===== config.mk =====
export PLATFORM = sky130hd
export DESIGN_NAME = qs_top
export DESIGN_NICKNAME = d
export VERILOG_FILES = /design/src/hdl/qs_pkg.sv /design/src/hdl/qs_top.sv /design/src/hdl/qs_fsm.sv /design/src/hdl/qs_stack.sv /design/src/hdl/qs_mem.sv /design/src/hdl/qs_count.sv
export VERILOG_INCLUDE_DIRS = /design/src /design/src/hdl
export SDC_FILE = /design/constraint.sdc
export NUM_CORES = 1
export LEC_CHECK = 0
export BUFFER_PORTS_ARGS = -buffer_cell sky130_fd_sc_hd__buf_4
export CORE_MARGIN = 2
export CORE_UTILIZATION = 62
export CTS_BUF_LIST = sky130_fd_sc_hd__clkbuf_2
export CTS_CLUSTER_SIZE = 25
export DETAILED_ROUTE_END_ITERATION = 8
export PLACE_DENSITY_LB_ADDON = 0.08
export SYNTH_ARGS = -nofsm -noshare
export SYNTH_HDL_FRONTEND = slang
export SYNTH_SLANG_ARGS = --single-unit
export TNS_END_PERCENT = 100

===== constraint.sdc =====
create_clock -name clk -period 7.7 [get_ports clk]
set_input_delay 0.385 -clock clk [delete_from_list [all_inputs] [get_ports clk]]
set_output_delay 0.385 -clock clk [all_outputs]
set_load 0.01 [all_outputs]

===== src/hdl/qs_params.svh =====
// --------------------------------------------------------------------------
// Build-time sizes of the quicksort engine
// Data word width and memory depth, which is the longest packet
// --------------------------------------------------------------------------

`ifndef QS_PARAMS_SVH
`define QS_PARAMS_SVH

// Width of one unsigned data word
`define QS_W 16

// Memory depth in words and therefore the longest packet that is sorted
// Must be a power of two and at least 4
`define QS_N 16

`endif

===== src/hdl/qs_pkg.sv =====
// --------------------------------------------------------------------------
// Shared types of the quicksort engine
// Index and length widths, and the state encoding of the control FSM
// --------------------------------------------------------------------------

`include "qs_params.svh"

package qs_pkg;

  // Width of a memory index, also used for the range stack entries
  localparam int idx_w = $clog2(`QS_N);

  // One more bit than an index so that a full packet length fits
  localparam int len_w = idx_w + 1;

  // States of the control FSM, from packet load through sort to unload
  typedef enum logic [3:0] {
    st_idle,
    st_load,
    st_drain,
    st_push_all,
    st_pop,
    st_part_scan,
    st_part_swap,
    st_part_place,
    st_unload,
    st_err_out
  } qs_state_t;

endpackage


===== src/hdl/qs_top.sv =====
// --------------------------------------------------------------------------
// Quicksort engine top level
// Connects the control FSM, the stream counter, the word memory and the
// stack of pending ranges to the packet input and output ports
// --------------------------------------------------------------------------

`timescale 1ns/1ps

`include "qs_params.svh"

module qs_top import qs_pkg::*; (
  input  logic             clk,
  input  logic             rst_n,
  // Unsorted packet input
  input  logic             in_vld,
  input  logic             in_sop,
  input  logic             in_eop,
  input  logic [`QS_W-1:0] in_dat,
  output logic             in_rdy,
  // Sorted packet output, no back-pressure
  output logic             out_vld_r,
  output logic             out_sop_r,
  output logic             out_eop_r,
  output logic             out_err_r,
  output logic [`QS_W-1:0] out_dat_r
);

  // Counter handshake
  logic             cnt_clr;
  logic             cnt_inc;
  logic             len_load;
  logic [len_w-1:0] cnt_val;
  logic [len_w-1:0] cnt_len;

  // Memory ports
  logic [idx_w-1:0] rd_a_addr;
  logic [idx_w-1:0] rd_b_addr;
  logic [`QS_W-1:0] rd_a_dat;
  logic [`QS_W-1:0] rd_b_dat;
  logic             wr_en;
  logic [idx_w-1:0] wr_addr;
  logic [`QS_W-1:0] wr_dat;

  // Range stack ports
  logic             push;
  logic [idx_w-1:0] push_lo;
  logic [idx_w-1:0] push_hi;
  logic             pop;
  logic [idx_w-1:0] top_lo;
  logic [idx_w-1:0] top_hi;
  logic             empty;

  qs_fsm u_fsm (
    .clk       (clk),
    .rst_n     (rst_n),
    .in_vld    (in_vld),
    .in_sop    (in_sop),
    .in_eop    (in_eop),
    .in_dat    (in_dat),
    .in_rdy    (in_rdy),
    .cnt_clr   (cnt_clr),
    .cnt_inc   (cnt_inc),
    .len_load  (len_load),
    .cnt_val   (cnt_val),
    .cnt_len   (cnt_len),
    .rd_a_addr (rd_a_addr),
    .rd_b_addr (rd_b_addr),
    .rd_a_dat  (rd_a_dat),
    .rd_b_dat  (rd_b_dat),
    .wr_en     (wr_en),
    .wr_addr   (wr_addr),
    .wr_dat    (wr_dat),
    .push      (push),
    .push_lo   (push_lo),
    .push_hi   (push_hi),
    .pop       (pop),
    .top_lo    (top_lo),
    .top_hi    (top_hi),
    .empty     (empty),
    .out_vld_r (out_vld_r),
    .out_sop_r (out_sop_r),
    .out_eop_r (out_eop_r),
    .out_err_r (out_err_r),
    .out_dat_r (out_dat_r)
  );

  qs_count u_count (
    .clk      (clk),
    .rst_n    (rst_n),
    .cnt_clr  (cnt_clr),
    .cnt_inc  (cnt_inc),
    .len_load (len_load),
    .cnt_val  (cnt_val),
    .cnt_len  (cnt_len)
  );

  qs_mem u_mem (
    .clk       (clk),
    .rd_a_addr (rd_a_addr),
    .rd_a_dat  (rd_a_dat),
    .rd_b_addr (rd_b_addr),
    .rd_b_dat  (rd_b_dat),
    .wr_en     (wr_en),
    .wr_addr   (wr_addr),
    .wr_dat    (wr_dat)
  );

  qs_stack u_stack (
    .clk     (clk),
    .rst_n   (rst_n),
    .push    (push),
    .push_lo (push_lo),
    .push_hi (push_hi),
    .pop     (pop),
    .top_lo  (top_lo),
    .top_hi  (top_hi),
    .empty   (empty)
  );

endmodule


===== src/hdl/qs_fsm.sv =====
// --------------------------------------------------------------------------
// Control FSM of the quicksort engine
// Packet load with overflow detection, iterative Lomuto quicksort over a
// stack of pending ranges, in-order unload and the single error beat
// --------------------------------------------------------------------------

`timescale 1ns/1ps

`include "qs_params.svh"

module qs_fsm import qs_pkg::*; (
  input  logic             clk,
  input  logic             rst_n,
  input  logic             in_vld,
  input  logic             in_sop,
  input  logic             in_eop,
  input  logic [`QS_W-1:0] in_dat,
  output logic             in_rdy,
  output logic             cnt_clr,
  output logic             cnt_inc,
  output logic             len_load,
  input  logic [len_w-1:0] cnt_val,
  input  logic [len_w-1:0] cnt_len,
  output logic [idx_w-1:0] rd_a_addr,
  output logic [idx_w-1:0] rd_b_addr,
  input  logic [`QS_W-1:0] rd_a_dat,
  input  logic [`QS_W-1:0] rd_b_dat,
  output logic             wr_en,
  output logic [idx_w-1:0] wr_addr,
  output logic [`QS_W-1:0] wr_dat,
  output logic             push,
  output logic [idx_w-1:0] push_lo,
  output logic [idx_w-1:0] push_hi,
  output logic             pop,
  input  logic [idx_w-1:0] top_lo,
  input  logic [idx_w-1:0] top_hi,
  input  logic             empty,
  output logic             out_vld_r,
  output logic             out_sop_r,
  output logic             out_eop_r,
  output logic             out_err_r,
  output logic [`QS_W-1:0] out_dat_r
);

  qs_state_t state;

  // Registered ready, so it is low through reset and the whole sort
  logic rdy_q;

  // Current range, store pointer i and scan pointer j
  logic [idx_w-1:0] lo_q;
  logic [idx_w-1:0] hi_q;
  logic [idx_w-1:0] i_q;
  logic [idx_w-1:0] j_q;

  // Pivot value and the first half of a two-cycle swap
  logic [`QS_W-1:0] pivot_q;
  logic [`QS_W-1:0] tmp_q;

  logic take;
  logic load_acc;
  logic full;
  logic err_beat;
  logic last;
  logic less;
  logic scan_end;

  // Sub-range bookkeeping once the pivot position i is known
  logic [idx_w-1:0] left_sz;
  logic [idx_w-1:0] right_sz;
  logic             left_big;
  logic             big_ok;
  logic             sml_ok;
  logic [idx_w-1:0] big_lo;
  logic [idx_w-1:0] big_hi;
  logic [idx_w-1:0] sml_lo;
  logic [idx_w-1:0] sml_hi;

  assign in_rdy = rdy_q;

  assign take = in_vld & rdy_q;
  // In idle only a start strobe opens a packet, stray words are dropped
  assign load_acc = take & ((state == st_load) | ((state == st_idle) & in_sop));
  // Memory already holds N words, so any further word is an overflow
  assign full = (cnt_val == len_w'(`QS_N));
  assign err_beat = take & in_eop & (((state == st_load) & full) | (state == st_drain));
  assign last = (cnt_val == cnt_len - 1'b1);

  assign less = (rd_a_dat < pivot_q);
  assign scan_end = (j_q == hi_q);

  // Left part is lo..i-1 and right part is i+1..hi
  assign left_sz = i_q - lo_q;
  assign right_sz = hi_q - i_q;
  assign left_big = (left_sz >= right_sz);
  assign big_ok = left_big ? (left_sz > idx_w'(1)) : (right_sz > idx_w'(1));
  assign sml_ok = left_big ? (right_sz > idx_w'(1)) : (left_sz > idx_w'(1));
  assign big_lo = left_big ? lo_q : i_q + 1'b1;
  assign big_hi = left_big ? i_q - 1'b1 : hi_q;
  assign sml_lo = left_big ? i_q + 1'b1 : lo_q;
  assign sml_hi = left_big ? hi_q : i_q - 1'b1;

  // Strobes to the counter, memory and stack follow from the state alone
  always_comb begin
    cnt_clr = 1'b0;
    cnt_inc = 1'b0;
    len_load = 1'b0;
    rd_a_addr = j_q;
    rd_b_addr = i_q;
    wr_en = 1'b0;
    wr_addr = i_q;
    wr_dat = rd_a_dat;
    push = 1'b0;
    push_lo = big_lo;
    push_hi = big_hi;
    pop = 1'b0;
    case (state)
      st_idle, st_load: begin
        // Store the word at the running index and latch the length at eop
        if (load_acc && !full) begin
          wr_en = 1'b1;
          wr_addr = cnt_val[idx_w-1:0];
          wr_dat = in_dat;
          cnt_inc = 1'b1;
          len_load = in_eop;
        end
      end
      st_push_all: begin
        // Whole packet is the first range, the counter restarts for unload
        cnt_clr = 1'b1;
        push = (cnt_len > len_w'(1));
        push_lo = '0;
        push_hi = idx_w'(cnt_len - 1'b1);
      end
      st_pop: begin
        // Port B fetches the pivot at the top range's high end
        rd_b_addr = top_hi;
        pop = !empty;
      end
      st_part_scan: begin
        if (scan_end) begin
          // Pivot goes to i, and the larger sub-range is pushed now
          wr_en = 1'b1;
          wr_dat = pivot_q;
          push = big_ok;
        end else if (less && (i_q != j_q)) begin
          // First half of the swap writes a[j] into slot i
          wr_en = 1'b1;
        end
      end
      st_part_swap: begin
        wr_en = 1'b1;
        wr_addr = j_q;
        wr_dat = tmp_q;
      end
      st_part_place: begin
        // Old a[i] lands at hi, and the smaller sub-range goes on top
        wr_en = 1'b1;
        wr_addr = hi_q;
        wr_dat = tmp_q;
        push = sml_ok;
        push_lo = sml_lo;
        push_hi = sml_hi;
      end
      st_unload: begin
        rd_a_addr = cnt_val[idx_w-1:0];
        cnt_clr = last;
        cnt_inc = !last;
      end
      st_err_out: begin
        cnt_clr = 1'b1;
      end
      default: begin
      end
    endcase
  end

  always_ff @(posedge clk or negedge rst_n) begin
    if (!rst_n) begin
      state <= st_idle;
      rdy_q <= 1'b0;
      lo_q <= '0;
      hi_q <= '0;
      i_q <= '0;
      j_q <= '0;
      out_vld_r <= 1'b0;
      out_sop_r <= 1'b0;
      out_eop_r <= 1'b0;
      out_err_r <= 1'b0;
    end else begin
      // Output strobes are single-cycle unless a state drives them again
      out_vld_r <= 1'b0;
      out_sop_r <= 1'b0;
      out_eop_r <= 1'b0;
      out_err_r <= 1'b0;
      // The error beat leaves on the edge of the eop transfer
      if (err_beat) begin
        out_vld_r <= 1'b1;
        out_sop_r <= 1'b1;
        out_eop_r <= 1'b1;
        out_err_r <= 1'b1;
      end
      case (state)
        st_idle: begin
          rdy_q <= 1'b1;
          if (load_acc) begin
            if (in_eop) begin
              rdy_q <= 1'b0;
              state <= st_push_all;
            end else begin
              state <= st_load;
            end
          end
        end
        st_load: begin
          if (load_acc && in_eop) begin
            rdy_q <= 1'b0;
            state <= full ? st_err_out : st_push_all;
          end else if (load_acc && full) begin
            state <= st_drain;
          end
        end
        st_drain: begin
          // Discard the rest of an oversized packet up to its eop
          if (err_beat) begin
            rdy_q <= 1'b0;
            state <= st_err_out;
          end
        end
        st_push_all: begin
          state <= st_pop;
        end
        st_pop: begin
          if (empty) begin
            state <= st_unload;
          end else begin
            lo_q <= top_lo;
            hi_q <= top_hi;
            i_q <= top_lo;
            j_q <= top_lo;
            state <= st_part_scan;
          end
        end
        st_part_scan: begin
          if (scan_end) begin
            state <= st_part_place;
          end else if (less && (i_q == j_q)) begin
            // Element already sits in the store slot
            i_q <= i_q + 1'b1;
            j_q <= j_q + 1'b1;
          end else if (less) begin
            state <= st_part_swap;
          end else begin
            j_q <= j_q + 1'b1;
          end
        end
        st_part_swap: begin
          i_q <= i_q + 1'b1;
          j_q <= j_q + 1'b1;
          state <= st_part_scan;
        end
        st_part_place: begin
          state <= st_pop;
        end
        st_unload: begin
          out_vld_r <= 1'b1;
          out_sop_r <= (cnt_val == '0);
          out_eop_r <= last;
          // Idle raises ready one cycle after the eop beat
          if (last) begin
            state <= st_idle;
          end
        end
        st_err_out: begin
          rdy_q <= 1'b1;
          state <= st_idle;
        end
        default: begin
          state <= st_idle;
        end
      endcase
    end
  end

  // Data path registers
  always_ff @(posedge clk) begin
    if (state == st_pop) begin
      pivot_q <= rd_b_dat;
    end
    // Old a[i] is kept for the second write of a swap or the pivot place
    if (state == st_part_scan) begin
      tmp_q <= rd_b_dat;
    end
    if (state == st_unload) begin
      out_dat_r <= rd_a_dat;
    end else if (err_beat) begin
      out_dat_r <= '0;
    end
  end

endmodule


===== src/hdl/qs_stack.sv =====
// --------------------------------------------------------------------------
// Range stack of the quicksort engine
// LIFO of low and high index pairs still waiting to be partitioned
// --------------------------------------------------------------------------

`timescale 1ns/1ps

module qs_stack import qs_pkg::*; (
  input  logic             clk,
  input  logic             rst_n,
  input  logic             push,
  input  logic [idx_w-1:0] push_lo,
  input  logic [idx_w-1:0] push_hi,
  input  logic             pop,
  output logic [idx_w-1:0] top_lo,
  output logic [idx_w-1:0] top_hi,
  output logic             empty
);

  // Smaller range is always sorted first, so log2(N) + 1 entries suffice
  localparam int depth = idx_w + 1;
  localparam int ptr_w = $clog2(depth + 1);

  logic [idx_w-1:0] lo_mem [depth];
  logic [idx_w-1:0] hi_mem [depth];

  // Number of entries held, the top sits one below it
  logic [ptr_w-1:0] ptr;
  logic [ptr_w-1:0] top_ptr;
  logic [ptr_w-1:0] wr_ptr;

  assign empty = (ptr == '0);
  assign top_ptr = empty ? '0 : ptr - 1'b1;
  assign top_lo = lo_mem[top_ptr];
  assign top_hi = hi_mem[top_ptr];

  // Push together with pop replaces the top entry
  assign wr_ptr = pop ? top_ptr : ptr;

  always_ff @(posedge clk or negedge rst_n) begin
    if (!rst_n) begin
      ptr <= '0;
    end else if (push && !pop) begin
      ptr <= ptr + 1'b1;
    end else if (pop && !push && !empty) begin
      ptr <= ptr - 1'b1;
    end
  end

  always_ff @(posedge clk) begin
    if (push) begin
      lo_mem[wr_ptr] <= push_lo;
      hi_mem[wr_ptr] <= push_hi;
    end
  end

endmodule


===== src/hdl/qs_mem.sv =====
// --------------------------------------------------------------------------
// Word memory of the quicksort engine
// Register array with two combinational read ports and one write port
// --------------------------------------------------------------------------

`timescale 1ns/1ps

`include "qs_params.svh"

module qs_mem import qs_pkg::*; (
  input  logic             clk,
  input  logic [idx_w-1:0] rd_a_addr,
  output logic [`QS_W-1:0] rd_a_dat,
  input  logic [idx_w-1:0] rd_b_addr,
  output logic [`QS_W-1:0] rd_b_dat,
  input  logic             wr_en,
  input  logic [idx_w-1:0] wr_addr,
  input  logic [`QS_W-1:0] wr_dat
);

  logic [`QS_W-1:0] mem [`QS_N];

  // Port A serves the scan compare and the unload stream
  assign rd_a_dat = mem[rd_a_addr];

  // Port B serves the pivot fetch and the swap partner
  assign rd_b_dat = mem[rd_b_addr];

  // Reads in the cycle of a write still return the old word
  always_ff @(posedge clk) begin
    if (wr_en) begin
      mem[wr_addr] <= wr_dat;
    end
  end

endmodule


===== src/hdl/qs_count.sv =====
// --------------------------------------------------------------------------
// Stream counter of the quicksort engine
// Word index for load and unload, and the latched packet length
// --------------------------------------------------------------------------

`timescale 1ns/1ps

`include "qs_params.svh"

module qs_count import qs_pkg::*; (
  input  logic             clk,
  input  logic             rst_n,
  input  logic             cnt_clr,
  input  logic             cnt_inc,
  input  logic             len_load,
  output logic [len_w-1:0] cnt_val,
  output logic [len_w-1:0] cnt_len
);

  // Largest count, one past the last memory index
  localparam logic [len_w-1:0] n_max = len_w'(`QS_N);

  always_ff @(posedge clk or negedge rst_n) begin
    if (!rst_n) begin
      cnt_val <= '0;
      cnt_len <= '0;
    end else begin
      // Clear wins so the FSM can restart the index on any state change
      if (cnt_clr) begin
        cnt_val <= '0;
      end else if (cnt_inc && (cnt_val != n_max)) begin
        cnt_val <= cnt_val + 1'b1;
      end
      // Length includes the eop word counted in the same cycle
      if (len_load) begin
        cnt_len <= (cnt_val == n_max) ? n_max : cnt_val + 1'b1;
      end
    end
  end

endmodule


=== Word-level counts from Yosys, hierarchy flattened ===
Memories as Yosys holds them, arrays and structs flattened.
Cells that the tools add are included.

* Register bits: 86
* Memory bits (writable): 296
* Bits of input ports: 21
* Output and inout bits: 21
* Logic and storage cells: 167
* Memories: 3

* Add/subtract/negate cells: 9
* Magnitude comparators: 5
* Eq/ne operators: 26
* Muxes and demuxes: 68
* Bitwise gates (word level): 9
* Reduce and logical (&&, ||, !) cells: 31

{| class="wikitable"
|+ Memory list
! name !! depth !! width !! read ports !! clocked after Yosys merged registers in !! write ports !! RTL line !! source
|-
| u_mem.mem || 16 || 16 || 2 || 0 || 1 || qs_mem.sv:21 || <nowiki>logic [`QS_W-1:0] mem [`QS_N];</nowiki>
|-
| u_stack.hi_mem || 5 || 4 || 1 || 0 || 1 || qs_stack.sv:25 || <nowiki>logic [idx_w-1:0] hi_mem [depth];</nowiki>
|-
| u_stack.lo_mem || 5 || 4 || 1 || 0 || 1 || qs_stack.sv:24 || <nowiki>logic [idx_w-1:0] lo_mem [depth];</nowiki>
|}

{| class="wikitable"
|+ Operator list
! kind !! count
|-
| two-way mux 4 bit || 23
|-
| two-way mux 16 bit || 4
|-
| case mux 16 bit (3 select lines) || 1
|-
| case mux 4 bit (3 select lines) || 3
|-
| case mux 4 bit (8 select lines) || 1
|-
| two-way mux 1 bit || 21
|-
| equality test 4 x 3 -> 1 bit (second input constant) || 4
|-
| less-than comparator 16 bit || 1
|-
| case mux 4 bit (2 select lines) || 2
|-
| two-way mux 5 bit || 3
|-
| two-way mux 3 bit || 4
|-
| logical AND 1 bit || 9
|-
| adder 4 x 1 -> 4 bit (second input constant) || 2
|-
| equality test 4 x 2 -> 1 bit (second input constant) || 2
|-
| equality test 4 bit || 2
|-
| equality test 4 bit (second input constant) || 2
|-
| greater-than comparator 4 x 1 -> 1 bit (second input constant) || 2
|-
| inequality test 2 x 1 -> 1 bit (second input constant) || 4
|-
| AND reduction 4 bit || 2
|-
| OR reduction 2 bit || 4
|-
| subtractor 4 bit || 2
|-
| bitwise AND 1 bit || 6
|-
| inequality test 2 bit (second input constant) || 3
|-
| inequality test 3 bit (second input constant) || 2
|-
| 30 further kinds || 39
|}

=== Logic depth before layout (Yosys ltp) ===
* Word-level depth: 10
* Depth in mapped cells: 20

=== Modules after synthesis ===
A second synthesis with hierarchy kept.

* Cell total of the unflattened synthesis: 1263
* Area, all modules: 19100.8 sq um

{| class="wikitable"
|+ Modules (own cells, without submodules)
! module !! times used !! cells an instance !! area each (sq um) !! seq. area each (sq um)
|-
| qs_mem || 1 || 553 || 11720.0 || 7687.4
|-
| qs_fsm || 1 || 504 || 4834.6 || 2067.0
|-
| qs_stack || 1 || 156 || 2015.7 || 1276.2
|-
| qs_count || 1 || 50 || 530.5 || 250.2
|}

=== Worst setup path before layout ===
No wires, ideal clock.

* Kind: register to register
* From: register u_fsm.state[1]
* To: memory u_mem.mem[12][0] in the netlist's numbering, enable pin
* Library setup time: 430 ps
* Arrival time: 5771 ps
* Data required time: 7270 ps
* Slack: 1499 ps
* Cell stages (with the launch flop): 20
* Period minus slack after synthesis: 6201 ps
* Cell sequence: dfrtp_1 buf_2 nor4b_2 buf_6 mux2i_1 buf_4 buf_6 buf_4 mux4_2 nand2_1 a31oi_1 ha_1 a2111oi_0 o21ai_0 o2111ai_1 nand4_1 a211oi_1 a211oi_2 o21a_2 nor4_1

* Cells in the longest elaborated chain, start to end: 10
* Elaborated cells on any way between the ends: 24
* Classes of those cells: order compare (1); eq/ne (5); mux (9); bitwise (3); reduce/logical (5); memory (1)

{| class="wikitable"
|+ Ends and longest elaborated chain
! what !! RTL line !! source
|-
| from (decl) || qs_fsm.sv:45 || <nowiki>qs_state_t state;</nowiki>
|-
| from (signal assigned) || qs_fsm.sv:180 || <nowiki>state <= st_idle;</nowiki>
|-
| from (signal assigned) || qs_fsm.sv:209 || <nowiki>state <= st_push_all;</nowiki>
|-
| from (signal assigned) || qs_fsm.sv:211 || <nowiki>state <= st_load;</nowiki>
|-
| equality test 4 bit || qs_fsm.sv:117 || <nowiki>case (state)</nowiki>
|-
| two-way mux 4 bit || qs_fsm.sv:117 ||
|-
| memory (16 x 16 bit) || n/a ||
|-
| named net rd_a_dat[11] || qs_top.sv:38 || <nowiki>logic [`QS_W-1:0] rd_a_dat;</nowiki>
|-
| less-than comparator 16 bit || qs_fsm.sv:89 || <nowiki>assign less = (rd_a_dat < pivot_q);</nowiki>
|-
| logical AND 1 bit || qs_fsm.sv:146 || <nowiki>end else if (less && (i_q != j_q)) begin</nowiki>
|-
| two-way mux 1 bit || qs_fsm.sv:146 ||
|-
| two-way mux 1 bit || qs_fsm.sv:141 || <nowiki>if (scan_end) begin</nowiki>
|-
| case mux 1 bit (3 select lines) || qs_fsm.sv:117 ||
|-
| two-way mux 1 bit || qs_mem.sv:31 || <nowiki>if (wr_en) begin</nowiki>
|-
| two-way mux 1 bit (not written as such) || qs_mem.sv:32 || <nowiki>mem[wr_addr] <= wr_dat;</nowiki>
|-
| to (decl) || qs_mem.sv:21 ||
|}

The timed path passes the listed nets, and every way through them passes these cells.

=== Worst setup path in the final report ===
* From: register u_fsm.state[3]
* To: memory u_mem.mem[4][12] in the netlist's numbering, enable pin

The elaborated chain is that of the path after synthesis.

==> impl_metrics.py <==
metrics = {
    "setup_path": {
        "worstPathRequired_ps": 8350,
        "critPathMaxFanout": 17,
        "cpMostUsedCell": "buf_4",
        "cp_slowest_stage_delay_ps": 820,
        "cp.buffers_inverters": 3,
        "cp-end-kind": "flip-flop",
        "cp-start-kind": "flip-flop",
        "cp_slowest_cell": "nor3_2",
        "crit_type": "flip-flop to flip-flop",
        "critical-path-top-delay-family": "compound AO/OA/AOI/OAI gates",
        "crit_chain": "nor4b_4 -> mux2i_4 -> buf_4 -> mux4_2 -> and2_1 -> a211oi_1 -> a31oi_1 -> ha_1 -> a2111oi_0 -> o21ai_0 -> o2111ai_1 -> nand4_1 -> a211oi_1 -> a211oi_2 -> buf_4 -> o21a_2 -> nor3_2 -> buf_4",
        "arrival_ps": 7490,
    },
    "clocking": {
        "clkSinkCount": 382,
        "cts_max_level": 3,
        "max-clock-path-buffers": 3,
        "clock_latency_ps": 1010,
        "cts_tree": "done",
        "postCtsSetupBuffers": 0,
        "cts-resized-gates": 0,
        "cts_made_buffers": 95,
        "cts_root_buf": "clkbuf_2",
        "path_clk_slew_ps": 110,
        "postCtsHoldBufs": 9,
    },
    "sta": {
        "tns_ps": 0,
        "max_freq_mhz": 146,
        "finalClockSkew_ps": 118,
        "tightest_slew_ps": 1230,
        "min_period_over_period_pct": 88.9,
        "fin_ws_ps": 857,
        "setup_viol": 0,
        "hold_viol_final": 0,
        "slew_violations": 0,
        "rsz0062_at_grt": "false",
        "post-route-min-period_ps": 6840,
        "max_slew_margin_pct": 18.0,
    },
    "global_route": {
        "antenna_found_initial": 2,
        "grt_pass1_vias": 13200,
        "grt_max_degree": 60,
        "grt_usage_pct": 33.0,
        "grt_first_pass_wirelength_mm": 80.1,
        "gr-total-overflow": 0,
    },
    "place": {
        "place_congestion": 0.903,
        "placed_area_um2": 20000,
        "dp_hpwl_mm": 34.5,
        "io_buffers": 41,
        "preCtsSetupSlack_ps": 1020,
        "dp.cells": 1812,
    },
    "logic_synthesis": {
        "syn-instance-count": 1426,
        "ys.flop_type": "edfxtp_1",
        "syn_area_um2": 19100,
        "synth_edf_count": 344,
        "yosysUniqueCellTypes": 71,
        "synth.yosys.seq_area_share_pct": 59.1,
        "syn_area_per_cell_um2": 13.4,
        "ys_warn_count": 0,
        "async_flop_share_pct": 9.95,
        "synth_nets": 1485,
        "ys_ff_latch": 382,
    },
    "drt": {
        "avgRoutedWirePerCell_um": 26.7,
        "drt_first_iter_violations": 1827,
        "postRouteAntennaNets": 0,
        "via_per_inst": 6.83,
        "drc_errors": 0,
        "drtPass1Iterations": 7,
        "drt-total-wl_mm": 53.2,
        "vias": 13600,
    },
    "final_layout": {
        "mostFrequentLayoutCell": "edfxtp_1",
        "final_cell_mix": "edfxtp_1, nand2_1, clkbuf_2",
        "drive_gt1_share_pct": 21.5,
        "area_delta_synth_final_pct": 9.52,
        "n_fill_cell": 2214,
        "fin_cells": 1992,
        "finalNetCount": 1581,
        "final_area_um2": 20900,
    },
    "power": {
        "vdd_drop_max_v": 0.000275,
        "power_density_nw_per_um2": 503,
        "p_leak_nw": 7.67,
        "power.total_w": 0.0105,
    },
    "floorplanning": {
        "fp.dieW_um": 179,
        "die_area_um2": 32200,
        "coreArea_um2": 30400,
        "fp.dieH_um": 179,
        "row_count": 64,
        "io_pins": 42,
        "initial_core_util_pct": 62.7,
    },
    "worst_hold_path": {
        "hold_path.class": "input port to flip-flop",
    },
    "run_status": {
        "status": "finished, final reports clean",
    },
    "flow_run": {
        "cap_violations": 0,
    },
}
[cell usage after synthesis, drive strengths merged (5+ instances only)]
cell	n	share of area (%)
a211oi	23	0.93
a21o	5	0.20
a21oi	90	2.4
a221oi	67	3.1
a222oi	16	0.84
a22oi	9	0.41
a31oi	23	0.94
and2	34	1.1
buf	42	1.4
clkbuf	53	1.0
dfrtp	38	5.0
edfxtp	344	54
ha	36	2.4
inv	50	0.98
mux2i	99	5.2
mux4	68	8.0
nand2	179	3.5
nand2b	8	0.30
nand3	18	0.47
nor2	40	0.87
nor2b	7	0.23
nor3	25	0.66
nor4	7	0.23
o21ai	42	1.1
or4	17	0.67
xnor2	22	1.0
xor2	8	0.37
[worst register-to-register path: cells and delay by family (launching register included)]
kind | cells | cell delay [ps]
adder cells (fa/ha/maj) | 1 | 330
AO/OA/AOI/OAI | 8 | 1830
multiplexers | 2 | 1070
AND/OR/NAND/NOR | 4 | 1700
buffers and inverters | 3 | 940
flip-flops | 1 | 650
[path summary, 6_finish.rpt]
| kind | start | to | slack, ps | depth (start not counted) |
|---|---|---|---|---|
| min reg2reg | u_fsm.lo_q[0] | u_fsm.lo_q[0] | 550 | 1 |
| max in group asynchronous | rst_n | u_fsm.i_q[1] | 6900 | 4 |
| min in group asynchronous | rst_n | u_count.cnt_len[2] | 410 | 3 |
| max reg2reg | u_fsm.state[3] | u_mem.mem[4][12] | 860 | 18 |
| min | in_dat[8] | u_mem.mem[5][8] | 120 | 3 |
| max | u_fsm.state[3] | u_mem.mem[4][12] | 860 | 18 |
[routing by layer]
layer / vias up / GRT usage, % / wire [um]
li1: 5849 / - / -
met3: 149 / 7.80 / 6170
met2: 890 / 49.4 / 24100
met5: - / 0 / 13
met1: 6712 / 47.0 / 20800
met4: 2 / 14.0 / 2110
[final cells by class]
cell class / count / area (um2) / share of cell area (%)
inverter: 50 / 188 / 0.898
antenna: 1 / 2.50 / 0.0120
multi-input combinational: 899 / 7330 / 35.0
sequential: 382 / 11300 / 53.9
timing repair buffer: 94 / 763 / 3.65
clock buffer: 136 / 681 / 3.26
clock inverter: 34 / 174 / 0.832
tap: 396 / 495 / 2.37
[cells by family after synthesis]
group	synth area share [%]
AOI/OAI and AO/OA	11.3
xor gates and xnor gates	1.38
adders and majority gates	2.57
muxes	13.4
DFF	59.1
and+or+nand+nor	8.83
buffers and inverters	3.40
[where the power goes]
part,switching [W],internal (W)
logic,0.00361,0.00179
clock network,0.000826,0.000516
registers,0.000313,0.00347
[state kept, by name, indices dropped and copies added, names as in the netlist, 5 cells and up]
register,cells
u_fsm.tmp_q,16
u_fsm.out_dat_r,16
u_count.cnt_len,5
u_fsm.pivot_q,16
u_stack.hi_mem,20
u_mem.mem,256
u_stack.lo_mem,20
u_count.cnt_val,5
[metrics by stage]
stage | hold WS [ps] | util, %
floorplan | 89.4 | -
global placement | 406 | 65.6
detailed placement | 398 | 65.6
CTS | 72.8 | 68.7
global route | 80.5 | 68.7
finish | 120 | 68.7
(Power assumes the default switching activity.)
